<file path="src/source/calc_pkg.sv">
package calc_pkg;

  // Datapath widths
  localparam int DWORD_WIDTH    = 64;
  localparam int VADDR_WIDTH    = 39;
  localparam int REG_ADDR_WIDTH = 5;
  localparam int SHAMT_WIDTH    = 6;

  // Stages tracked after the reservation register, EX1 to EX5
  localparam int PIPE_DEPTH     = 5;

  // Completion stage where each pipe drops its result
  localparam int INT_DONE_STAGE = 1;
  localparam int MUL_DONE_STAGE = 3;

  // Architectural points in the completion pipe
  localparam int COMMIT_STAGE   = 3;
  localparam int WB_STAGE       = 5;

  // Encoding is dense, MUL ops last
  typedef enum logic [3:0] {
    OP_ADD  = 4'h0,
    OP_SUB  = 4'h1,
    OP_AND  = 4'h2,
    OP_OR   = 4'h3,
    OP_XOR  = 4'h4,
    OP_SLL  = 4'h5,
    OP_SRL  = 4'h6,
    OP_SLT  = 4'h7,
    OP_MUL  = 4'h8,
    OP_MULH = 4'h9
  } calc_op_e;

endpackage

</file>
<file path="src/source/calc_fwd_if.sv">
`timescale 1ns/100ps

interface calc_fwd_if
  import calc_pkg::*;
();

  // Index k describes what stage k holds after the next edge
  logic [PIPE_DEPTH:1]                     fwd_v;
  logic [PIPE_DEPTH:1][REG_ADDR_WIDTH-1:0] fwd_rd;
  logic [PIPE_DEPTH:1][DWORD_WIDTH-1:0]    fwd_data;

  // Control side knows validity and destination
  modport ctrl (output fwd_v, fwd_rd);

  // Completion pipe knows the data
  modport comp (output fwd_data);

  // Operand bypass consumes everything
  modport bypass (input fwd_v, fwd_rd, fwd_data);

endinterface

</file>
<file path="src/source/calc_comp_pipe.sv">
`timescale 1ns/100ps

module calc_comp_pipe
  import calc_pkg::*;
(
  input  logic                   clk_i,
  input  logic [DWORD_WIDTH-1:0] int_data_i,
  input  logic [DWORD_WIDTH-1:0] mul_data_i,
  input  logic                   int_sel_i,
  input  logic                   mul_sel_i,
  calc_fwd_if.comp               fwd_if,
  output logic [DWORD_WIDTH-1:0] wb_data_o
);

  logic [PIPE_DEPTH:1][DWORD_WIDTH-1:0] comp_n;
  logic [PIPE_DEPTH:1][DWORD_WIDTH-1:0] comp_r;

  // Shift down, then let a finishing pipe overwrite its stage
  always_comb
  begin
    comp_n[1] = '0;
    for (int i = 2; i <= PIPE_DEPTH; i++)
    begin
      comp_n[i] = comp_r[i-1];
    end
    if (int_sel_i)
    begin
      comp_n[INT_DONE_STAGE] = int_data_i;
    end
    if (mul_sel_i)
    begin
      comp_n[MUL_DONE_STAGE] = mul_data_i;
    end
  end

  always_ff @(posedge clk_i)
  begin
    comp_r <= comp_n;
  end

  // Next-state data so a result is visible the cycle it lands
  assign fwd_if.fwd_data = comp_n;
  assign wb_data_o       = comp_r[WB_STAGE];

  // A multiply result belongs to an instruction that skipped the integer
  // stage when it sat in the reservation slot
  a_sel_exclusive: assert property (
    @(posedge clk_i)
    mul_sel_i |-> !$past(int_sel_i, MUL_DONE_STAGE - 1)
  )
  else $error("integer and multiply results selected for one instruction");

endmodule

</file>
<file path="src/flat_wrapper.sv">
// flat-port wrapper written by rule: the top's interface ports become plain ports
module calc_comp_pipe_flat import calc_pkg::*;
  (clk_i, int_data_i, mul_data_i, int_sel_i, mul_sel_i, wb_data_o, fwd_if_fwd_data);
  calc_fwd_if fwd_if_i ();
  input  logic clk_i;
  input  logic [DWORD_WIDTH-1:0] int_data_i;
  input  logic [DWORD_WIDTH-1:0] mul_data_i;
  input  logic int_sel_i;
  input  logic mul_sel_i;
  output logic [DWORD_WIDTH-1:0] wb_data_o;
  output wire logic [$bits(fwd_if_i.fwd_data)-1:0] fwd_if_fwd_data;
  assign fwd_if_fwd_data = fwd_if_i.fwd_data;
  calc_comp_pipe u_core (.clk_i(clk_i), .int_data_i(int_data_i), .mul_data_i(mul_data_i), .int_sel_i(int_sel_i), .mul_sel_i(mul_sel_i), .fwd_if(fwd_if_i), .wb_data_o(wb_data_o));
endmodule
</file>
<file path="config.mk">
export PLATFORM = sky130hd
export DESIGN_NAME = calc_comp_pipe_flat
export DESIGN_NICKNAME = d
export VERILOG_FILES = /design/src/source/calc_pkg.sv /design/src/source/calc_fwd_if.sv /design/src/source/calc_comp_pipe.sv /design/src/flat_wrapper.sv
export SDC_FILE = /design/constraint.sdc
export NUM_CORES = 1
export LEC_CHECK = 0
export BUFFER_PORTS_ARGS = -buffer_cell sky130_fd_sc_hd__buf_2
export CORE_AREA = 2 2 202 204
export CTS_CLUSTER_SIZE = 8
export DETAILED_ROUTE_END_ITERATION = 7
export DIE_AREA = 0 0 204 206
export GPL_TIMING_DRIVEN = 0
export PLACE_DENSITY = 0.57
export SYNTH_ARGS = -nofsm -noshare
export SYNTH_HDL_FRONTEND = slang
export SYNTH_SLANG_ARGS = --single-unit
export TNS_END_PERCENT = 1
</file>
<file path="constraint.sdc">
create_clock -name clk_i -period 1.4 [get_ports clk_i]
set_input_delay 0.28 -clock clk_i [delete_from_list [all_inputs] [get_ports clk_i]]
set_output_delay 0.28 -clock clk_i [all_outputs]
set_load 0.05 [all_outputs]
</file>
After elaboration in Yosys (flattened, before gate mapping)
Index checks and enable logic that the tools add are counted.

Input port bits: 131. Register bits: 320. Logic and storage cells: 7.

Mux-type cells: 2.

Operator list (count): 64-bit 2-to-1 mux (2).

Longest topological paths before layout
Depth in word-level cells: 1. Mapped depth: 3.

Least setup slack after synthesis
No wires, ideal clock.

Kind: input -> output. From: input mul_sel_i. To: output fwd_if_fwd_data[128]. Stages: 3. Data required time: 1120 ps. Slack: 137 ps. Arrival time: 983 ps. Path through: buf_6 buf_12 mux2_4.

Word-level cells in the longest chain between the ends: 1.

Ends and longest elaborated chain: start, declared (RTL line flat_wrapper.sv:9) `input logic mul_sel_i;`; 64-bit 2-to-1 mux (RTL line calc_comp_pipe.sv:30) `if (mul_sel_i)`; end, declared (RTL line flat_wrapper.sv:11) `output wire logic [$bits(fwd_if_i.fwd_data)-1:0] fwd_if_fwd_data;`.

No other way between the ends.

Worst setup path in the final report
From: register u_core.comp_r[95] (netlist bit). To: output fwd_if_fwd_data[159].

Word-level cells in the longest chain between the ends: 1.

Ends and longest elaborated chain: start, declared (RTL line calc_comp_pipe.sv:16) `logic [PIPE_DEPTH:1][DWORD_WIDTH-1:0] comp_r;`; start signal, assigned (RTL line calc_comp_pipe.sv:38) `comp_r <= comp_n;`; 64-bit 2-to-1 mux (RTL line calc_comp_pipe.sv:30).

No other way between the ends.

==> impl_metrics.json <==
{
  "fin_crit_sh": 1.13,
  "port_buffers": 513,
  "grt_max_degree": 11,
  "final_common_cell": "buf_6",
  "setup_violations": 94,
  "yosysSeqAreaShare": 0.652,
  "ys_types": 8,
  "cts.sink_count": 320,
  "dp_hpwl_mm": 21.2,
  "cp.required_ns": 1.12,
  "crit_type": "flip-flop to primary output",
  "cts_tree": "done",
  "area_growth_pct": 94.2,
  "die_height_um": 206,
  "core_area_um2": 40200,
  "ys_ff_latch": 320,
  "fmax_ghz": 0.630,
  "max_stage_delay_ns": 0.33,
  "cp_top_family": "flip-flops",
  "drive_gt1_frac": 0.752,
  "syn_area_um2": 9830,
  "cp_max_fo": 2,
  "syn_nets": 848,
  "finalWorstSetupSlack_ns": -0.187,
  "finalPower_mw": 26.5,
  "nets": 1522,
  "postSynthAreaPerCell_um2": 13.7,
  "relSlewSlack": 0.816,
  "numCtsBuffers": 45,
  "grt_use_total": 0.138,
  "num-fill-cells": 3367,
  "first_iter_violations": 204,
  "routed_wl_mm": 31.9,
  "grt_pass1_wl_mm": 43.2,
  "yosysWarnings": 0,
  "slew_viol_final": 0,
  "die_w_um": 204,
  "routedWlPerCell_um": 16.6,
  "ctsLongestPathBuffers": 3,
  "tightest_slew_ns": 0.277,
  "post-route-min-period_ns": 1.59,
  "worst-path-buf-inv": 1,
  "htreeDepth": 2,
  "peakVddDrop_mv": 0.782,
  "start_kind": "flip-flop",
  "status": "finished, violations left",
  "worstPathCellList": "mux2_4, buf_6",
  "initial_core_util": 0.245,
  "place_ws_ns": -0.836,
  "gp_congestion": 0.863,
  "dieArea_um2": 42000,
  "worstHoldPathType": "input pin to flip-flop",
  "dr.pass1.iters": 4,
  "violations": "negative setup slack",
  "hold_viol_final": 0,
  "maxCapViolCount": 0,
  "cts_root_buf": "clkbuf_16",
  "postRouteAntennaNets": 0,
  "power_density_nw_per_um2": 1390,
  "grt_setup_unrepaired": "yes",
  "layout_common_cells": "266 x buf_6, 170 x buf_8, 169 x dfxtp_1",
  "p_leak_nw": 9.13,
  "io_pins": 515,
  "clk_latency_ns": 0.54,
  "arrival_ns": 1.31,
  "fin_skew_ns": 0.0190,
  "setup.worst_path.end_class": "primary output",
  "antenna_found_initial": 3,
  "grt-ovfl-total": 0,
  "path_clk_slew_ns": 0.05,
  "vias": 7035,
  "drc": 0,
  "viasPerCell": 3.66,
  "synth_cells": 717,
  "grt_pass1_vias": 7520,
  "crit_slowest_cell": "dfxtp_1",
  "fp-row-count": 74
}
## per-layer routing
layer	vias up	wire, um	global-route usage
met4	0	904	0.0562
met3	55	1980	0.0429
met5	-	0	0
met1	3392	11600	0.149
li1	3334	-	-
met2	254	17500	0.251
## Yosys cell counts (all sizes together)
cell | instances | area share
and2 | 64 | 0.041
buf | 263 | 0.21
clkbuf | 6 | 0.0023
dfxtp | 320 | 0.65
mux2 | 64 | 0.096
## final timing paths
| path | startpoint | to | slack (ns) | cells after the start |
|---|---|---|---|---|
| max | u_core.comp_r[95] | fwd_if_fwd_data[159] | -0.19 | 2 |
| min | int_data_i[17] | u_core.fwd_if.fwd_data[81] | 0.03 | 2 |
| max reg2reg | u_core.comp_r[67] | u_core.fwd_if.fwd_data[195] | 0.07 | 2 |
| min reg2reg | u_core.fwd_if.fwd_data[255] | u_core.fwd_if.fwd_data[319] | 0.34 | 0 |
## report_power, final
| part | internal, mW | switching (mW) | total (mW) |
|---|---|---|---|
| registers | 9.84 | 0.352 | 10.2 |
| clock network | 5.58 | 3.60 | 9.19 |
| logic | 3.23 | 3.91 | 7.13 |
## stage by stage
stage,setup TNS [ns],std cells,util,area (um^2),hold slack [ns]
3_5_place_dp,-42.88,1762,0.325,13100,0.336
5_1_grt,-20.24,1922,0.475,19100,0.00411
4_1_cts,-19.07,1921,0.449,18100,0.00303
2_1_floorplan,0,717,-,9830,0.332
3_3_place_gp,-40.61,1762,0.325,13100,0.334
6_report,-9.39,1923,0.475,19100,0.0344
## sequential cells by signal, indices dropped and copies added (netlist names)
| signal | count |
|---|---|
| u_core.comp_r | 64 |
| u_core.fwd_if.fwd_data | 192 |
| u_core.wb_data_o | 64 |
## timing repair
item | CTS | global route
resized for setup | 880 | 343
hold endpoints to repair | 114 | 0
endpoints found under the setup margin | 384 | 347
buffers inserted | 0 | 0
hold buffers | 114 | 0
cloned | 0 | 0
## logic make-up (layout without fill, tap and decap cells)
| logic type | count (synthesis) | count (layout) | synth area share |
|---|---|---|---|
| buffers and inverters | 269 | 941 | 0.211 |
| flip-flops | 320 | 320 | 0.652 |
| multiplexers | 64 | 64 | 0.0962 |
| AND/OR/NAND/NOR | 64 | 64 | 0.0407 |
| other | 0 | 2 | 0 |
## cell type report
| class | count | area, um^2 | share of cell area |
|---|---|---|---|
| Timing Repair Buffer | 627 | 6700 | 0.351 |
| Clock buffer | 45 | 1130 | 0.0590 |
| Multi-Input combinational cell | 128 | 1350 | 0.0707 |
| Buffer | 269 | 2640 | 0.138 |
| Sequential cell | 320 | 6610 | 0.346 |
| Antenna cell | 2 | 5.00 | 0.000262 |
| Tap cell | 532 | 666 | 0.0349 |
## worst register-to-register path: cells and delay by family, from the launching register on
family	cells	cell delay (ns)
buf+inv	1	0.60
mux	1	0.30
flops	1	0.30
No activity file was read; power rests on OpenSTA's default activity.
