### config.mk
export PLATFORM = sky130hd
export DESIGN_NAME = calc_issue_flat
export DESIGN_NICKNAME = d
export VERILOG_FILES = /design/src/source/calc_pkg.sv /design/src/source/calc_issue_if.sv /design/src/source/calc_fwd_if.sv /design/src/source/calc_issue.sv /design/src/flat_wrapper.sv
export SDC_FILE = /design/constraint.sdc
export NUM_CORES = 1
export LEC_CHECK = 0
export BUFFER_PORTS_ARGS = -buffer_cell sky130_fd_sc_hd__buf_2
export CORE_AREA = 2 2 275 277
export DETAILED_ROUTE_END_ITERATION = 8
export DIE_AREA = 0 0 277 279
export SYNTH_ARGS = -nofsm -noshare
export SYNTH_HDL_FRONTEND = slang
export SYNTH_SLANG_ARGS = --single-unit
export TNS_END_PERCENT = 5
### constraint.sdc
create_clock -name clk_i -period 3.1 [get_ports clk_i]
set_clock_uncertainty 0.2 [all_clocks]
set_input_delay 0.93 -clock clk_i [delete_from_list [all_inputs] [get_ports clk_i]]
set_output_delay 0.93 -clock clk_i [all_outputs]
set_load 0.03 [all_outputs]
### src/source/calc_pkg.sv
package calc_pkg;

  // Datapath widths
  localparam int DWORD_WIDTH    = 64;
  localparam int VADDR_WIDTH    = 39;
  localparam int REG_ADDR_WIDTH = 5;
  localparam int SHAMT_WIDTH    = 6;

  // Stages tracked after the reservation register, EX1 to EX5
  localparam int PIPE_DEPTH     = 5;

  // Completion stage where each pipe drops its result
  localparam int INT_DONE_STAGE = 1;
  localparam int MUL_DONE_STAGE = 3;

  // Architectural points in the completion pipe
  localparam int COMMIT_STAGE   = 3;
  localparam int WB_STAGE       = 5;

  // Encoding is dense, MUL ops last
  typedef enum logic [3:0] {
    OP_ADD  = 4'h0,
    OP_SUB  = 4'h1,
    OP_AND  = 4'h2,
    OP_OR   = 4'h3,
    OP_XOR  = 4'h4,
    OP_SLL  = 4'h5,
    OP_SRL  = 4'h6,
    OP_SLT  = 4'h7,
    OP_MUL  = 4'h8,
    OP_MULH = 4'h9
  } calc_op_e;

endpackage

### src/source/calc_issue_if.sv
`timescale 1ns/100ps

interface calc_issue_if
  import calc_pkg::*;
(
  input logic clk_i
);

  // Reservation register contents, operands already bypassed
  calc_op_e                  op;
  logic [VADDR_WIDTH-1:0]    pc;
  logic [REG_ADDR_WIDTH-1:0] rd;
  logic [DWORD_WIDTH-1:0]    rs1;
  logic [DWORD_WIDTH-1:0]    rs2;

  modport issue (output op, pc, rd, rs1, rs2);
  modport ctrl  (input op, pc, rd);
  modport pipe  (input clk_i, op, rs1, rs2);

endinterface

### src/source/calc_fwd_if.sv
`timescale 1ns/100ps

interface calc_fwd_if
  import calc_pkg::*;
();

  // Index k describes what stage k holds after the next edge
  logic [PIPE_DEPTH:1]                     fwd_v;
  logic [PIPE_DEPTH:1][REG_ADDR_WIDTH-1:0] fwd_rd;
  logic [PIPE_DEPTH:1][DWORD_WIDTH-1:0]    fwd_data;

  // Control side knows validity and destination
  modport ctrl (output fwd_v, fwd_rd);

  // Completion pipe knows the data
  modport comp (output fwd_data);

  // Operand bypass consumes everything
  modport bypass (input fwd_v, fwd_rd, fwd_data);

endinterface

### src/source/calc_issue.sv
`timescale 1ns/100ps

module calc_issue
  import calc_pkg::*;
(
  input  logic                      clk_i,
  input  calc_op_e                  dispatch_op_i,
  input  logic [VADDR_WIDTH-1:0]    dispatch_pc_i,
  input  logic [REG_ADDR_WIDTH-1:0] dispatch_rd_i,
  input  logic [REG_ADDR_WIDTH-1:0] dispatch_rs1_addr_i,
  input  logic [REG_ADDR_WIDTH-1:0] dispatch_rs2_addr_i,
  input  logic [DWORD_WIDTH-1:0]    dispatch_rs1_i,
  input  logic [DWORD_WIDTH-1:0]    dispatch_rs2_i,
  calc_fwd_if.bypass                fwd_if,
  calc_issue_if.issue               issue_if
);

  logic [DWORD_WIDTH-1:0] bypass_rs1;
  logic [DWORD_WIDTH-1:0] bypass_rs2;

  // Youngest producer wins, so walk from oldest to youngest
  function automatic logic [DWORD_WIDTH-1:0] bypass_src(
    input logic [REG_ADDR_WIDTH-1:0]               addr,
    input logic [DWORD_WIDTH-1:0]                  rf_data,
    input logic [PIPE_DEPTH:1]                     fwd_v,
    input logic [PIPE_DEPTH:1][REG_ADDR_WIDTH-1:0] fwd_rd,
    input logic [PIPE_DEPTH:1][DWORD_WIDTH-1:0]    fwd_data
  );
    logic [DWORD_WIDTH-1:0] result;
    result = rf_data;
    for (int i = PIPE_DEPTH; i >= 1; i--)
    begin
      if (fwd_v[i] && (fwd_rd[i] == addr))
      begin
        result = fwd_data[i];
      end
    end
    // x0 is hardwired
    if (addr == '0)
    begin
      result = '0;
    end
    return result;
  endfunction

  assign bypass_rs1 = bypass_src(dispatch_rs1_addr_i, dispatch_rs1_i,
                                 fwd_if.fwd_v, fwd_if.fwd_rd, fwd_if.fwd_data);
  assign bypass_rs2 = bypass_src(dispatch_rs2_addr_i, dispatch_rs2_i,
                                 fwd_if.fwd_v, fwd_if.fwd_rd, fwd_if.fwd_data);

  // Reservation register
  always_ff @(posedge clk_i)
  begin
    issue_if.op  <= dispatch_op_i;
    issue_if.pc  <= dispatch_pc_i;
    issue_if.rd  <= dispatch_rd_i;
    issue_if.rs1 <= bypass_rs1;
    issue_if.rs2 <= bypass_rs2;
  end

endmodule

### src/flat_wrapper.sv
// flat-port wrapper written by rule: the top's interface ports become plain ports
module calc_issue_flat import calc_pkg::*;
  (clk_i, dispatch_op_i, dispatch_pc_i, dispatch_rd_i, dispatch_rs1_addr_i, dispatch_rs2_addr_i, dispatch_rs1_i, dispatch_rs2_i, fwd_if_fwd_v, fwd_if_fwd_rd, fwd_if_fwd_data, issue_if_op, issue_if_pc, issue_if_rd, issue_if_rs1, issue_if_rs2);
  calc_fwd_if fwd_if_i ();
  calc_issue_if issue_if_i (.clk_i(clk_i));
  input  logic clk_i;
  input  calc_op_e dispatch_op_i;
  input  logic [VADDR_WIDTH-1:0] dispatch_pc_i;
  input  logic [REG_ADDR_WIDTH-1:0] dispatch_rd_i;
  input  logic [REG_ADDR_WIDTH-1:0] dispatch_rs1_addr_i;
  input  logic [REG_ADDR_WIDTH-1:0] dispatch_rs2_addr_i;
  input  logic [DWORD_WIDTH-1:0] dispatch_rs1_i;
  input  logic [DWORD_WIDTH-1:0] dispatch_rs2_i;
  input wire logic [$bits(fwd_if_i.fwd_v)-1:0] fwd_if_fwd_v;
  input wire logic [$bits(fwd_if_i.fwd_rd)-1:0] fwd_if_fwd_rd;
  input wire logic [$bits(fwd_if_i.fwd_data)-1:0] fwd_if_fwd_data;
  output wire logic [$bits(issue_if_i.op)-1:0] issue_if_op;
  output wire logic [$bits(issue_if_i.pc)-1:0] issue_if_pc;
  output wire logic [$bits(issue_if_i.rd)-1:0] issue_if_rd;
  output wire logic [$bits(issue_if_i.rs1)-1:0] issue_if_rs1;
  output wire logic [$bits(issue_if_i.rs2)-1:0] issue_if_rs2;
  assign fwd_if_i.fwd_v = fwd_if_fwd_v;
  assign fwd_if_i.fwd_rd = fwd_if_fwd_rd;
  assign fwd_if_i.fwd_data = fwd_if_fwd_data;
  assign issue_if_op = issue_if_i.op;
  assign issue_if_pc = issue_if_i.pc;
  assign issue_if_rd = issue_if_i.rd;
  assign issue_if_rs1 = issue_if_i.rs1;
  assign issue_if_rs2 = issue_if_i.rs2;
  calc_issue u_core (.clk_i(clk_i), .dispatch_op_i(dispatch_op_i), .dispatch_pc_i(dispatch_pc_i), .dispatch_rd_i(dispatch_rd_i), .dispatch_rs1_addr_i(dispatch_rs1_addr_i), .dispatch_rs2_addr_i(dispatch_rs2_addr_i), .dispatch_rs1_i(dispatch_rs1_i), .dispatch_rs2_i(dispatch_rs2_i), .fwd_if(fwd_if_i), .issue_if(issue_if_i));
endmodule
After elaboration in Yosys (flattened, before gate mapping)
Cells that the tools add are included.
{"block": "classes", "muxes": 10, "eq_ne": 10, "n_reduce_logical": 12}
{"operator": "2-to-1 mux 64 bit", "count": 10}
{"operator": "equality test 5 bit", "count": 10}
{"operator": "logical AND 1 bit", "count": 10}
{"operator": "zero test 5 bit", "count": 2}
{"block": "totals", "reg_bits": 176, "in_bits": 537}

Logic depth before layout (Yosys ltp)
{"block": "logic_depth", "ltp_word": 7, "ltp_mapped": 9, "mapped_depth_nobuf": 6}

Worst setup path after synthesis
No wires, ideal clock.
{"block": "synth_timing", "path_type": "input to register", "from": "input dispatch_rs1_addr_i[0]", "to": "register u_core.issue_if.rs1[13]", "arrival_time_ns": 2.483, "path_slack_ns": 0.297, "cell_stages": 9, "setup_time_ns": 0.120, "n_path_buf": 3, "path_cell_list": "buf_2 xnor2_1 nand4_1 o31ai_1 or2_1 buf_2 clkbuf_1 a311oi_1 a211o_1"}
{"block": "synth_between", "elab_chain_cells": 7}
{"item": "from (decl)", "line_no": "flat_wrapper.sv:10", "source": "input logic [REG_ADDR_WIDTH-1:0] dispatch_rs1_addr_i;"}
{"item": "equality test 5 bit", "line_no": "calc_issue.sv:33", "source": "if (fwd_v[i] && (fwd_rd[i] == addr))"}
{"item": "logical AND 1 bit", "line_no": "calc_issue.sv:33"}
{"item": "2-to-1 mux 64 bit (5 in series)", "line_no": "calc_issue.sv:33"}
{"item": "to (signal assigned)", "line_no": "calc_issue.sv:57", "source": "issue_if.rs1 <= bypass_rs1;"}
{"item": "to (decl)", "line_no": "calc_issue_if.sv:16", "source": "modport issue (output op, pc, rd, rs1, rs2);"}
Parallel ways exist; a longest one is shown, timed or not.
A chain may end at the register's enable or synchronous reset.

Final worst setup path
{"block": "layout_timing", "from": "input dispatch_rs1_addr_i[1]", "to": "register u_core.issue_if.rs1[28]"}
The elaborated chain is that of the path after synthesis.

==> flow_metrics.tcl <==
set metrics [dict create \
    outcome "finished clean" \
    cts_tree "built" \
    postLayoutCoreUtil_pct 22.8 \
    p_leak_nw 7.72 \
    finalHoldViolations 0 \
    synth_warnings 0 \
    port_buffers 712 \
    criticalPathCategory "in2reg" \
    avgViaCountPerCell 4.77 \
    dr.pass1.iters 6 \
    slowest_delay_ns 0.38 \
    syn_inst 1372 \
    fmaxAchievable_ghz 0.375 \
    grt_pass1_vias 14500 \
    path_max_fanout 14 \
    cts_sinks 176 \
    grt_max_degree 46 \
    fin_area_um2 16900 \
    netlist_area_um2 10300 \
    synthTopCellsByArea "dfxtp_1 34%, nand2_1 12%, a21oi_1 9.3%" \
    grt-ovfl-total 0 \
    drv_slew 0 \
    drc 0 \
    ir_drop_uv 265 \
    wl_um 69200 \
    setup_violations 0 \
    power.density_nw_per_um2 418 \
    grtUsageTotal_pct 17.0 \
    initial_utilization_pct 13.9 \
    arrival_ns 2.89 \
    cpMostUsedCell "buf_12" \
    die_area_um2 77300 \
    drt-initial-drc-count 1135 \
    synth.avg_cell_area_um2 7.49 \
    slew_headroom_pct 63.0 \
    ios 713 \
    layout-drive-gt1-share_pct 42.9 \
    num_rows 100 \
    worst_slew_pin_slew_ns 0.554 \
    finalCriticalPeriod_ns 2.67 \
    synth_seq_cells 176 \
    vias 14700 \
    dieWidth_um 277 \
    dpl_cell_area_um2 16200 \
    maxCapViolCount 0 \
    cts_max_level 4 \
    period_share_pct 86.1 \
    critPathCaptureType "flip-flop" \
    core_um2 74100 \
    cts_made_buffers 17 \
    synth_nets 1909 \
    path_clk_slew_ns 0.10 \
    postCtsSetupBuffers 0 \
    cts_root_buffer "clkbuf_16" \
    fin_nets 2629 \
    hold_class "in2reg" \
    rsz0062_at_grt "no" \
    final_antenna_net_count 0 \
    start_kind "input pin" \
    hpwl_um 54500 \
    max-clock-path-buffers 2 \
    synth_top_area_cell "dfxtp_1" \
    ys_types 26 \
    die_h_um 279 \
    antenna_found_initial 22 \
    cts_resized 0 \
    syn2layout_area_growth_pct 64.0 \
    wl_per_cell_um 22.4 \
    path_cells "buf_2 -> xor2_1 -> nor4_1 -> buf_4 -> and3_4 -> buf_12 -> buf_12 -> nand2_1 -> a311oi_1 -> a211o_1" \
    synth_top_area_share_pct 34.3 \
    cp_slowest_cell "nor4_1" \
    cp.required_ns 3.33 \
    seq_area_frac_synth_pct 34.3 \
    gp_congestion 0.961 \
    grt_pass1_wl_um 96800 \
    hold_buffers 0 \
]
==> final timing paths <==
path | start | to | slack, ns | depth (start not counted)
worst max-delay path | dispatch_rs1_addr_i[1] | u_core.issue_if.rs1[28]$_SDFF_PN0_ | 0.43 | 10
worst min-delay path | dispatch_pc_i[24] | u_core.issue_if.pc[24]$_DFF_P_ | 0.33 | 1
==> layout by cell type, fill, tap and decap left out, drive strengths merged, types with 12 or more instances in the layout <==
master,count
a211o,64
a21oi,192
a311o,64
a311oi,64
buf,854
clkbuf,17
dfxtp,176
diode,16
nand2,323
nand3,71
nor2,66
o221ai,64
o22ai,64
xnor2,12
xor2,38
==> through the flow <==
stage / hold WS, ns / setup TNS (ns) / setup WS [ns] / power, W / cells
floorplan: 0.758 / 0 / 0.297 / 0.00359 / 1372
global placement: 0.832 / -0.239 / -0.0690 / 0.00461 / 3042
detailed placement: 0.834 / -0.392 / -0.0686 / 0.00461 / 3042
CTS: 0.267 / 0 / 0.487 / 0.00718 / 3074
global route: 0.275 / 0 / 0.368 / 0.00736 / 3081
finish: 0.331 / 0 / 0.432 / 0.00705 / 3090
==> flip-flops by register name (all words and copies together) (netlist names) <==
signal               count
u_core.issue_if.rs1     64
u_core.issue_if.rs2     64
u_core.issue_if.pc      39
u_core.issue_if.rd       5
u_core.issue_if.op       4
==> cells in the mapped netlist <==
cell type	n
nand2_1	323
a21oi_1	192
dfxtp_1	176
clkbuf_1	99
nand3_1	71
nor2_1	66
a211o_1	64
a311o_1	64
a311oi_1	64
o221ai_1	64
o22ai_1	64
xor2_1	38
buf_2	26
buf_1	15
xnor2_1	12
nor4_1	8
buf_4	7
buf_6	6
and3_1	5
nor3_1	2
nand2b_1	1
nand4_1	1
nor4_2	1
nor4b_1	1
o31ai_1	1
or2_1	1
==> metal layers <==
| metal | routed length (um) | track usage (%) |
|---|---|---|
| met1 | 25800 | 19.9 |
| met2 | 32800 | 28.2 |
| met3 | 7680 | 5.02 |
| met4 | 2890 | 8.68 |
| met5 | 92 | 0 |
==> power breakdown <==
group / internal, W / switching [W] / total (W) / leakage (nW)
clock network: 0.00114 / 0.00134 / 0.00248 / 0.308
logic: 0.000773 / 0.00122 / 0.00199 / 5.93
registers: 0.00249 / 0.0000829 / 0.00257 / 1.49
==> cells by family after synthesis <==
family          after synthesis  synth area share, %
simple gates                480                 18.9
flops                       176                 34.3
compound gates              513                 35.9
buf+inv                     153                 6.60
xor+xnor                     50                 4.26
==> critical path: cells and delay by family <==
family,cells,cell delay [ns]
xor+xnor,1,0.15
compound gates,2,0.43
simple gates,3,0.67
buf+inv,4,0.69
==> area by class of cell <==
cell class	instances	area, um^2
Timing Repair Buffer	854	5220
Clock buffer	17	425
Fill cell	8299	57200
Sequential cell	176	3520
Clock inverter	15	215
Tap cell	969	1210
Multi-Input combinational cell	1043	6220
Antenna cell	16	40.0
No activity file was read; power rests on OpenSTA's default activity.
