[src/source/calc_pkg.sv]
package calc_pkg;

  // Datapath widths
  localparam int DWORD_WIDTH    = 64;
  localparam int VADDR_WIDTH    = 39;
  localparam int REG_ADDR_WIDTH = 5;
  localparam int SHAMT_WIDTH    = 6;

  // Stages tracked after the reservation register, EX1 to EX5
  localparam int PIPE_DEPTH     = 5;

  // Completion stage where each pipe drops its result
  localparam int INT_DONE_STAGE = 1;
  localparam int MUL_DONE_STAGE = 3;

  // Architectural points in the completion pipe
  localparam int COMMIT_STAGE   = 3;
  localparam int WB_STAGE       = 5;

  // Encoding is dense, MUL ops last
  typedef enum logic [3:0] {
    OP_ADD  = 4'h0,
    OP_SUB  = 4'h1,
    OP_AND  = 4'h2,
    OP_OR   = 4'h3,
    OP_XOR  = 4'h4,
    OP_SLL  = 4'h5,
    OP_SRL  = 4'h6,
    OP_SLT  = 4'h7,
    OP_MUL  = 4'h8,
    OP_MULH = 4'h9
  } calc_op_e;

endpackage

[src/source/calc_issue_if.sv]
`timescale 1ns/100ps

interface calc_issue_if
  import calc_pkg::*;
(
  input logic clk_i
);

  // Reservation register contents, operands already bypassed
  calc_op_e                  op;
  logic [VADDR_WIDTH-1:0]    pc;
  logic [REG_ADDR_WIDTH-1:0] rd;
  logic [DWORD_WIDTH-1:0]    rs1;
  logic [DWORD_WIDTH-1:0]    rs2;

  modport issue (output op, pc, rd, rs1, rs2);
  modport ctrl  (input op, pc, rd);
  modport pipe  (input clk_i, op, rs1, rs2);

endinterface

[src/source/calc_fwd_if.sv]
`timescale 1ns/100ps

interface calc_fwd_if
  import calc_pkg::*;
();

  // Index k describes what stage k holds after the next edge
  logic [PIPE_DEPTH:1]                     fwd_v;
  logic [PIPE_DEPTH:1][REG_ADDR_WIDTH-1:0] fwd_rd;
  logic [PIPE_DEPTH:1][DWORD_WIDTH-1:0]    fwd_data;

  // Control side knows validity and destination
  modport ctrl (output fwd_v, fwd_rd);

  // Completion pipe knows the data
  modport comp (output fwd_data);

  // Operand bypass consumes everything
  modport bypass (input fwd_v, fwd_rd, fwd_data);

endinterface

[src/source/calc_ctrl.sv]
`timescale 1ns/100ps

module calc_ctrl
  import calc_pkg::*;
(
  input  logic                      clk_i,
  input  logic                      arst_n_i,
  input  logic                      dispatch_v_i,
  input  logic                      flush_i,
  calc_issue_if.ctrl                issue_if,
  calc_fwd_if.ctrl                  fwd_if,
  output logic                      int_sel_o,
  output logic                      mul_sel_o,
  output logic                      commit_v_o,
  output logic [VADDR_WIDTH-1:0]    commit_pc_o,
  output logic                      wb_v_o,
  output logic [REG_ADDR_WIDTH-1:0] wb_rd_o
);

  // Index 0 is the reservation slot
  logic [PIPE_DEPTH:0]                     v_r;
  logic [PIPE_DEPTH:0]                     poison_r;
  logic [PIPE_DEPTH:0]                     poison_n;
  logic [PIPE_DEPTH:0][REG_ADDR_WIDTH-1:0] rd_cur;

  // Payload carried only as far as it is needed
  logic [PIPE_DEPTH:1][REG_ADDR_WIDTH-1:0] rd_r;
  logic [COMMIT_STAGE:1][VADDR_WIDTH-1:0]  pc_r;
  logic [MUL_DONE_STAGE-1:1]               mul_r;
  logic                                    res_mul;

  assign res_mul = issue_if.op inside {OP_MUL, OP_MULH};
  assign rd_cur  = {rd_r, issue_if.rd};

  // Flush kills everything short of the commit point
  always_comb
  begin
    poison_n[0] = flush_i;
    for (int i = 1; i <= PIPE_DEPTH; i++)
    begin
      if (i < COMMIT_STAGE)
      begin
        poison_n[i] = poison_r[i-1] | flush_i;
      end
      else
      begin
        poison_n[i] = poison_r[i-1];
      end
    end
  end

  always_ff @(posedge clk_i or negedge arst_n_i)
  begin
    if (!arst_n_i)
    begin
      v_r      <= '0;
      poison_r <= '0;
    end
    else
    begin
      v_r      <= {v_r[PIPE_DEPTH-1:0], dispatch_v_i};
      poison_r <= poison_n;
    end
  end

  always_ff @(posedge clk_i)
  begin
    rd_r  <= {rd_r[PIPE_DEPTH-1:1], issue_if.rd};
    pc_r  <= {pc_r[COMMIT_STAGE-1:1], issue_if.pc};
    mul_r <= {mul_r[MUL_DONE_STAGE-2:1], res_mul};
  end

  // Result routing into the completion pipe
  assign int_sel_o = v_r[INT_DONE_STAGE-1] & ~res_mul;
  assign mul_sel_o = v_r[MUL_DONE_STAGE-1] & mul_r[MUL_DONE_STAGE-1];

  // Stage k after the edge is what sits in stage k-1 now
  always_comb
  begin
    for (int i = 1; i <= PIPE_DEPTH; i++)
    begin
      fwd_if.fwd_v[i] = v_r[i-1] & ~poison_n[i] & (rd_cur[i-1] != '0);
    end
  end

  assign fwd_if.fwd_rd = rd_cur[PIPE_DEPTH-1:0];

  assign commit_v_o  = v_r[COMMIT_STAGE] & ~poison_r[COMMIT_STAGE];
  assign commit_pc_o = pc_r[COMMIT_STAGE];

  // x0 destinations commit but never write back
  assign wb_v_o  = v_r[WB_STAGE] & ~poison_r[WB_STAGE] & (rd_r[WB_STAGE] != '0);
  assign wb_rd_o = rd_r[WB_STAGE];

  // Destination traced back to the reservation slot it left
  a_wb_rd_nonzero: assert property (
    @(posedge clk_i) disable iff (!arst_n_i)
    wb_v_o |-> ($past(issue_if.rd, WB_STAGE) != '0)
  )
  else $error("write-back to x0");

endmodule

[src/flat_wrapper.sv]
// flat-port wrapper written by rule: the top's interface ports become plain ports
module calc_ctrl_flat import calc_pkg::*;
  (clk_i, arst_n_i, dispatch_v_i, flush_i, int_sel_o, mul_sel_o, commit_v_o, commit_pc_o, wb_v_o, wb_rd_o, issue_if_op, issue_if_pc, issue_if_rd, fwd_if_fwd_v, fwd_if_fwd_rd);
  calc_issue_if issue_if_i (.clk_i(clk_i));
  calc_fwd_if fwd_if_i ();
  input  logic clk_i;
  input  logic arst_n_i;
  input  logic dispatch_v_i;
  input  logic flush_i;
  output logic int_sel_o;
  output logic mul_sel_o;
  output logic commit_v_o;
  output logic [VADDR_WIDTH-1:0] commit_pc_o;
  output logic wb_v_o;
  output logic [REG_ADDR_WIDTH-1:0] wb_rd_o;
  input wire logic [$bits(issue_if_i.op)-1:0] issue_if_op;
  input wire logic [$bits(issue_if_i.pc)-1:0] issue_if_pc;
  input wire logic [$bits(issue_if_i.rd)-1:0] issue_if_rd;
  output wire logic [$bits(fwd_if_i.fwd_v)-1:0] fwd_if_fwd_v;
  output wire logic [$bits(fwd_if_i.fwd_rd)-1:0] fwd_if_fwd_rd;
  assign issue_if_i.op = issue_if_op;
  assign issue_if_i.pc = issue_if_pc;
  assign issue_if_i.rd = issue_if_rd;
  assign fwd_if_fwd_v = fwd_if_i.fwd_v;
  assign fwd_if_fwd_rd = fwd_if_i.fwd_rd;
  calc_ctrl u_core (.clk_i(clk_i), .arst_n_i(arst_n_i), .dispatch_v_i(dispatch_v_i), .flush_i(flush_i), .issue_if(issue_if_i), .fwd_if(fwd_if_i), .int_sel_o(int_sel_o), .mul_sel_o(mul_sel_o), .commit_v_o(commit_v_o), .commit_pc_o(commit_pc_o), .wb_v_o(wb_v_o), .wb_rd_o(wb_rd_o));
endmodule
[config.mk]
export PLATFORM = sky130hd
export DESIGN_NAME = calc_ctrl_flat
export DESIGN_NICKNAME = d
export VERILOG_FILES = /design/src/source/calc_pkg.sv /design/src/source/calc_issue_if.sv /design/src/source/calc_fwd_if.sv /design/src/source/calc_ctrl.sv /design/src/flat_wrapper.sv
export SDC_FILE = /design/constraint.sdc
export NUM_CORES = 1
export LEC_CHECK = 0
export BUFFER_PORTS_ARGS = -buffer_cell sky130_fd_sc_hd__buf_2
export CAP_MARGIN = 40
export CORE_MARGIN = 2
export CORE_UTILIZATION = 43
export DETAILED_ROUTE_END_ITERATION = 6
export GPL_TIMING_DRIVEN = 0
export PLACE_DENSITY = 0.73
export SETUP_SLACK_MARGIN = 0.05
export SLEW_MARGIN = 20
export SYNTH_ARGS = -nofsm -noshare
export SYNTH_HDL_FRONTEND = slang
export SYNTH_SLANG_ARGS = --single-unit
[constraint.sdc]
create_clock -name clk_i -period 0.95 [get_ports clk_i]
set_clock_uncertainty 0.05 [all_clocks]
set_input_delay 0 -clock clk_i [delete_from_list [all_inputs] [get_ports clk_i]]
set_output_delay 0 -clock clk_i [all_outputs]
set_load 0.03 [all_outputs]
-- Word level (Yosys, flattened, before mapping)
Index checks and enable logic that the tools add are counted.
- bits in registers: 156
- input port bits: 52
- output and inout port bits: 78
- word-level logic and storage cells: 43
- equality and inequality tests: 2
- bitwise gates (word level): 23
- reduce and logical (&&, ||, !) cells: 7
- operators by type and width (operator ; count):
    $reduce_bool 5->1 ; 6
    $and 1x1->1 ; 14
    $eq 4x4->1 const B ; 2
    $not 1->1 ; 7
    $or 1x1->1 ; 2
    $reduce_bool 2->1 ; 1

-- Logic depth before layout (Yosys ltp)
Gate-level depths: netlist of the first run.
- word-level depth: 4
- mapped depth: 2
- mapped depth without buffers: 2

-- Worst setup path before layout of the first run
No wires, ideal clock.
- kind: flip-flop to output port
- start: reg u_core.rd_r (netlist bit u_core.fwd_if.fwd_rd[6])
- end: out fwd_if_fwd_v[1]
- arrival: 1400 ps
- required time: 900 ps
- slack: -500 ps
- cell stages (with the launch flop): 3
- buffers on the path: 0
- cell sequence: dfxtp_1 nor3_1 a211oi_1
- cells in the longest elaborated chain, start to end: 2
- ends and longest elaborated chain (item ; line ; source):
    start: declaration ; calc_ctrl.sv:27 ; logic [PIPE_DEPTH:1][REG_ADDR_WIDTH-1:0] rd_r;
    start signal: assignment ; calc_ctrl.sv:68 ; rd_r <= {rd_r[PIPE_DEPTH-1:1], issue_if.rd};
    $reduce_bool 5->1 ; calc_ctrl.sv:82 ; fwd_if.fwd_v[i] = v_r[i-1] & ~poison_n[i] & (rd_cur[i-1] != '0);
    $and 1x1->1 ; calc_ctrl.sv:82 ;
    end: declaration ; flat_wrapper.sv:19 ; output wire logic [$bits(fwd_if_i.fwd_v)-1:0] fwd_if_fwd_v;
Every way passes these cells.

-- Worst setup path after layout of the first run
- start: reg u_core.rd_r (netlist bit u_core.fwd_if.fwd_rd[15])
- end: out fwd_if_fwd_v[3]
The elaborated chain is that of the path after synthesis.

==> flow_summary.json, run 1 <==
{
  "finalNonFillerCells": 512,
  "reg2reg_depth": 5,
  "ys_warn_count": 0,
  "htree_num_levels": 4,
  "path_class": "reg -> out",
  "yosys_register_bits": 156,
  "wl_met1_um": 2360,
  "fin_ws_ns": -0.763,
  "clk_latency_ns": 0.49,
  "drcViolationCount": 0,
  "io_pins": 130,
  "hold_viol": 0,
  "timing.rr.start": "u_core.fwd_if.fwd_rd[18]$_DFF_P_",
  "rsz0062_at_grt": "yes",
  "final_common_cell": "dfxtp_1",
  "slew_headroom": 0.741,
  "setup_violations": 74,
  "tightestPinTransition_ns": 0.385,
  "synthDistinctLibCells": 15,
  "hpwl_um": 3890,
  "drt_wl_total_um": 6170,
  "worstHoldStart": "issue_if_pc[31]",
  "drive_gt1_frac": 0.631,
  "cts_tree": "yes",
  "post_drt_wl_per_cell_um": 12.0,
  "vdd_drop_max_v": 0.00141,
  "fin_util": 0.722,
  "numPlacedInstances": 461,
  "r2r_slack_ns": -0.06,
  "synth-adder-area-share": 0,
  "fmax_mhz": 584,
  "place_ws_ns": -0.319,
  "num_rows": 33,
  "dr.first_iter.drc_count": 30,
  "routed.top_layer": "met4",
  "power_mw": 14.1,
  "portBuffers": 128,
  "status": "finished with violations",
  "synth_top_family_by_area": "buffers and inverters",
  "yosys-mux-area-fraction": 0,
  "drt-vias-per-instance": 3.93,
  "final_nets": 446,
  "grtUsageTotal": 0.138,
  "synthCells": 228,
  "ant_nets": 0,
  "synthTopCellsByArea": "dfxtp_1 79%, buf_4 9.0%, dfrtp_1 8.2%",
  "die_area_mm2": 0.00928,
  "yosys.area.top_type": "dfxtp_1",
  "die_h_um": 96.3,
  "area_growth_pct": 62.6,
  "power.leakage_nw": 2.65,
  "met3_length_um": 470,
  "cts_max_path_buffers": 2,
  "path_max_fanout": 2,
  "die_w_um": 96.3,
  "ys_seq_area_frac": 0.869,
  "cp-end-kind": "output pin",
  "synth_compound_area_frac": 0.0102,
  "min_period_over_period": 1.80,
  "core_region_area_mm2": 0.00826,
  "slew_violations": 0,
  "hold_end": "u_core.pc_r[31]$_DFF_P_",
  "cts_made_buffers": 17,
  "cp-start-kind": "flip-flop",
  "grt_pass1_vias": 2091,
  "synth_nets": 280,
  "hold_path.class": "in -> reg",
  "postSynthAreaPerCell_um2": 16.1,
  "power.density_mw_per_mm2": 2370,
  "maxCapViolCount": 0,
  "yosys.area_share.simple": 0.0290,
  "most-common-layout-cells": "80 x dfxtp_1, 77 x buf_6, 55 x buf_2, 55 x dfxtp_2, 49 x dlygate4sd3_1",
  "hold_path_depth": 2,
  "gp_congestion": 0.700,
  "rr_endpoint": "u_core.fwd_if.fwd_rd[23]$_DFF_P_",
  "synthXorXnorAreaFrac": 0,
  "cts.sinks": 156,
  "violations": "negative setup slack",
  "wl_met2_um": 3300,
  "via_count": 2010,
  "cts_root_buffer": "clkbuf_8",
  "fillers": 536,
  "required_ns": 0.90,
  "grt_overflow": 0,
  "period_needed_ns": 1.71,
  "crit_arrival_ns": 1.66,
  "grt_antenna_before_repair": 0,
  "grt_start_max_net_pins": 17,
  "first_pass_iters": 4,
  "clk_pin_slew_worst_paths_ns": 0.06,
  "yosysTopAreaCellShare": 0.787,
  "start_util": 0.444,
  "grt_first_pass_wirelength_um": 9300,
  "n_antenna_cell": 0,
  "syn-cell-area_mm2": 0.00366
}
-- registers in the layout, indices dropped and copies added (netlist names) --
name	count
u_core.fwd_if.fwd_rd	20
u_core.mul_r	2
u_core.pc_r	78
u_core.commit_pc_o	39
u_core.wb_rd_o	5
u_core.v_r	6
u_core.poison_r	6
-- report_power, final --
part	internal [mW]	total, mW	switching [mW]
clock	3.41	5.96	2.55
combinational	0.571	1.08	0.514
sequential	6.92	7.08	0.159
-- per-layer routing --
metal | track usage | vias to the layer above
li1 | - | 1004
met1 | 0.142 | 915
met2 | 0.247 | 87
met3 | 0.0666 | 4
met4 | 0.0387 | 0
met5 | 0 | -
-- cell usage after synthesis --
master and count:
dfrtp_1 12, inv_1 2, nor3_1 5, and2_1 1, nor2b_1 1, nor2_1 6
nand2b_1 3, a211oi_1 2, or4_1 1, nor3b_1 1, dfxtp_1 144, o21a_1 1
buf_4 44, a21oi_1 3, or2_2 2
-- stage by stage --
stage	TNS (ns)	hold WS [ns]	instance area (um2)
after global routing	-11.33	0.0646	5960
after detailed placement	-0.586	-0.161	4530
after global placement	-0.488	-0.170	4530
after CTS	-9.29	0.0655	5920
after floorplan	-0.514	-0.346	3760
final	-7.63	0.0888	5960
-- layout make-up --
class | count | area (um2) | share of cell area
clock inverters | 13 | 106 | 0.0178
inverters | 2 | 7.51 | 0.00126
plain buffers | 5 | 37.5 | 0.00630
clock buffers | 19 | 442 | 0.0741
well taps | 105 | 131 | 0.0220
multi-input cells | 26 | 280 | 0.0470
repair buffers | 186 | 1670 | 0.280
flip-flops and latches | 156 | 3290 | 0.551
-- worst max-delay path, cell delays in order (launching register included) --
cell,delay (ns)
dfxtp_4,0.34
or4_4,0.51
o21a_4,0.21
buf_6,0.13
-- cell families (layout without fill, tap and decap cells) --
kind of cell / after synthesis / after routing
buf+inv: 46 / 225
flops: 156 / 156
simple gates: 20 / 20
compound gates: 6 / 6
-- how the worst max path moves through the flow --
stage,startpoint,endpoint,slack [ns],cells past startpoint
after detailed placement,u_core.fwd_if.fwd_rd[15]$_DFF_P_,fwd_if_fwd_v[3],-0.32,3
after global placement,u_core.fwd_if.fwd_rd[15]$_DFF_P_,fwd_if_fwd_v[3],-0.31,3
after global routing,u_core.fwd_if.fwd_rd[15]$_DFF_P_,fwd_if_fwd_v[3],-0.81,3
final,u_core.fwd_if.fwd_rd[15]$_DFF_P_,fwd_if_fwd_v[3],-0.76,3
after floorplan,u_core.fwd_if.fwd_rd[6]$_DFF_P_,fwd_if_fwd_v[1],-0.23,2
after CTS,u_core.fwd_if.fwd_rd[15]$_DFF_P_,fwd_if_fwd_v[3],-0.81,3
-- repair_timing --
action / 4_1_cts / 5_1_grt
endpoints found under the setup margin: 73 / 74
setup buffers: 6 / 3
gates resized for setup: 212 / 6
hold buffers: 49 / 0
endpoints found under the hold margin: 61 / 0
pin swaps: 8 / 2
Power figures use the tool's default switching activity.
==> run 2, diff against run 1 <==
--- a/config.mk
+++ b/config.mk
@@ -9,10 +9,11 @@
 export CAP_MARGIN = 40
 export CORE_MARGIN = 2
 export CORE_UTILIZATION = 43
+export CTS_BUF_LIST = sky130_fd_sc_hd__clkbuf_16
 export DETAILED_ROUTE_END_ITERATION = 6
 export GPL_TIMING_DRIVEN = 0
 export PLACE_DENSITY = 0.73
-export SETUP_SLACK_MARGIN = 0.05
+export SETUP_SLACK_MARGIN = 0.5
 export SLEW_MARGIN = 20
 export SYNTH_ARGS = -nofsm -noshare
 export SYNTH_HDL_FRONTEND = slang
==> flow_summary.json, run 2 (same netlist as run 1, synthesis figures left out) <==
{
  "most-common-layout-cells": "126 x buf_6, 77 x dfxtp_2, 50 x buf_2, 46 x dlygate4sd3_1, 43 x dfxtp_1",
  "gp_congestion": 0.673,
  "fin_util": 0.797,
  "final_nets": 487,
  "grt_use_met1": 0.164,
  "cts_max_path_buffers": 2,
  "slew_headroom": 0.703,
  "rsz0062_at_grt": "yes",
  "path_max_fanout": 2,
  "fmax_mhz": 609,
  "hold_path.class": "in -> reg",
  "cts_root_buffer": "clkbuf_16",
  "power.density_mw_per_mm2": 2220,
  "grt_pass1_vias": 2371,
  "die_area_mm2": 0.00928,
  "drive_gt1_frac": 0.757,
  "largest-register": "u_core.pc_r",
  "busiest_layer": "met2",
  "endpoint": "fwd_if_fwd_v[3]",
  "r2r_slack_ns": 0.16,
  "required_ns": 0.90,
  "htree_num_levels": 4,
  "drt_wl_total_um": 8070,
  "grt_start_max_net_pins": 17,
  "cp-end-kind": "output pin",
  "cts.sinks": 156,
  "vdd_drop_max_v": 0.00140,
  "drcViolationCount": 0,
  "hold_ws_ns": -0.257,
  "drt-vias-per-instance": 4.01,
  "start_util": 0.444,
  "timing.rr.start": "u_core.poison_r[0]$_DFF_PN0_",
  "first_pass_iters": 4,
  "largest_register_ffs": 78,
  "portBuffers": 128,
  "numPlacedInstances": 461,
  "power_mw": 14.6,
  "grtUsageTotal": 0.174,
  "use_met2": 0.325,
  "final_common_cell": "buf_6",
  "die_w_um": 96.3,
  "via_count": 2220,
  "cts_made_buffers": 17,
  "path_class": "reg -> out",
  "die_h_um": 96.3,
  "hold_viol": 14,
  "violations": "negative hold slack, negative setup slack",
  "finalNonFillerCells": 553,
  "tightestPinTransition_ns": 0.444,
  "area_growth_pct": 79.6,
  "num_rows": 33,
  "fin_ws_ns": -0.692,
  "period_needed_ns": 1.64,
  "n_antenna_cell": 0,
  "status": "finished with violations",
  "core_region_area_mm2": 0.00826,
  "post_drt_wl_per_cell_um": 14.6,
  "grt_first_pass_wirelength_um": 11400,
  "maxCapViolCount": 0,
  "min_period_over_period": 1.73,
  "cts_tree": "yes",
  "grt_antenna_before_repair": 0,
  "grt_overflow": 0,
  "setup_violations": 62,
  "io_pins": 130,
  "grt_use_met3": 0.0869,
  "rr_endpoint": "u_core.poison_r[1]$_DFF_PN0_",
  "hpwl_um": 4040,
  "cp-start-kind": "flip-flop",
  "dr.first_iter.drc_count": 24,
  "power.leakage_nw": 2.94,
  "clk_pin_slew_worst_paths_ns": 0.06,
  "ant_nets": 0,
  "slew_violations": 0,
  "crit_start": "u_core.fwd_if.fwd_rd[15]$_DFF_P_",
  "crit_arrival_ns": 1.59,
  "reg2reg_depth": 1,
  "clk_latency_ns": 0.40
}
run 2: cell count changes in the layout (fill, tap and decap cells not counted), moves of 5 or more:
cell	previous run	this run
buf_6	77	126
dfxtp_1	80	43
dfxtp_2	55	77
dfxtp_4	9	24
buf_2	55	50
run 2: what timing repair did:
action,CTS,global route
pin swaps,4,2
setup buffers,4,9
endpoints found under the hold margin,61,17
gates resized for setup,149,59
hold buffers,46,1
setup endpoints to repair,122,174
run 2: metrics by stage:
| step | setup slack, ns | TNS, ns | instance area (um2) | hold WS, ns |
|---|---|---|---|---|
| final | -0.692 | -5.80 | 6580 | -0.257 |
| after detailed placement | -0.321 | -0.453 | 4880 | -0.158 |
| after floorplan | -0.231 | -0.388 | 4110 | -0.346 |
| after CTS | -0.714 | -5.88 | 6390 | -0.322 |
| after global routing | -0.730 | -8.70 | 6580 | -0.274 |
| after global placement | -0.318 | -0.413 | 4880 | -0.165 |
run 2: power breakdown:
part | switching [mW] | total [mW] | leakage (nW) | internal (mW)
Clock | 2.75 | 6.18 | 0.269 | 3.43
Combinational | 0.587 | 1.34 | 1.32 | 0.753
Sequential | 0.172 | 7.08 | 1.35 | 6.91
run 2: how the worst min path moves through the flow:
stage | startpoint | end | slack [ns] | depth (start not counted)
after CTS | flush_i | u_core.poison_r[0]$_DFF_PN0_ | -0.32 | 1
final | issue_if_op[1] | u_core.mul_r[1]$_DFF_P_ | -0.26 | 2
after floorplan | arst_n_i | u_core.poison_r[0]$_DFF_PN0_ | -0.35 | 0
after global routing | issue_if_op[1] | u_core.mul_r[1]$_DFF_P_ | -0.27 | 2
after detailed placement | arst_n_i | u_core.v_r[0]$_DFF_PN0_ | -0.16 | 1
after global placement | arst_n_i | u_core.v_r[0]$_DFF_PN0_ | -0.17 | 1
run 2: worst max-delay path: stages (launching register included):
cell     delay (ns)
dfxtp_4        0.34
or4_4          0.52
o21a_4         0.21
buf_6          0.13
run 2: area by class of cell:
type	instances	area, um2
Timing Repair Buffer	188	1730
Clock inverter	15	136
Multi-Input combinational cell	26	303
Sequential cell	156	3370
Fill cell	428	1680
Tap cell	105	131
Inverter	2	7.51
Clock buffer	17	425
Buffer	44	477
run 2: routing by layer:
layer / share of wire / vias to the layer above
li1: - / 1092
met1: 0.36 / 1024
met2: 0.55 / 98
met3: 0.077 / 6
met4: 0.0078 / 0
met5: 0 / -
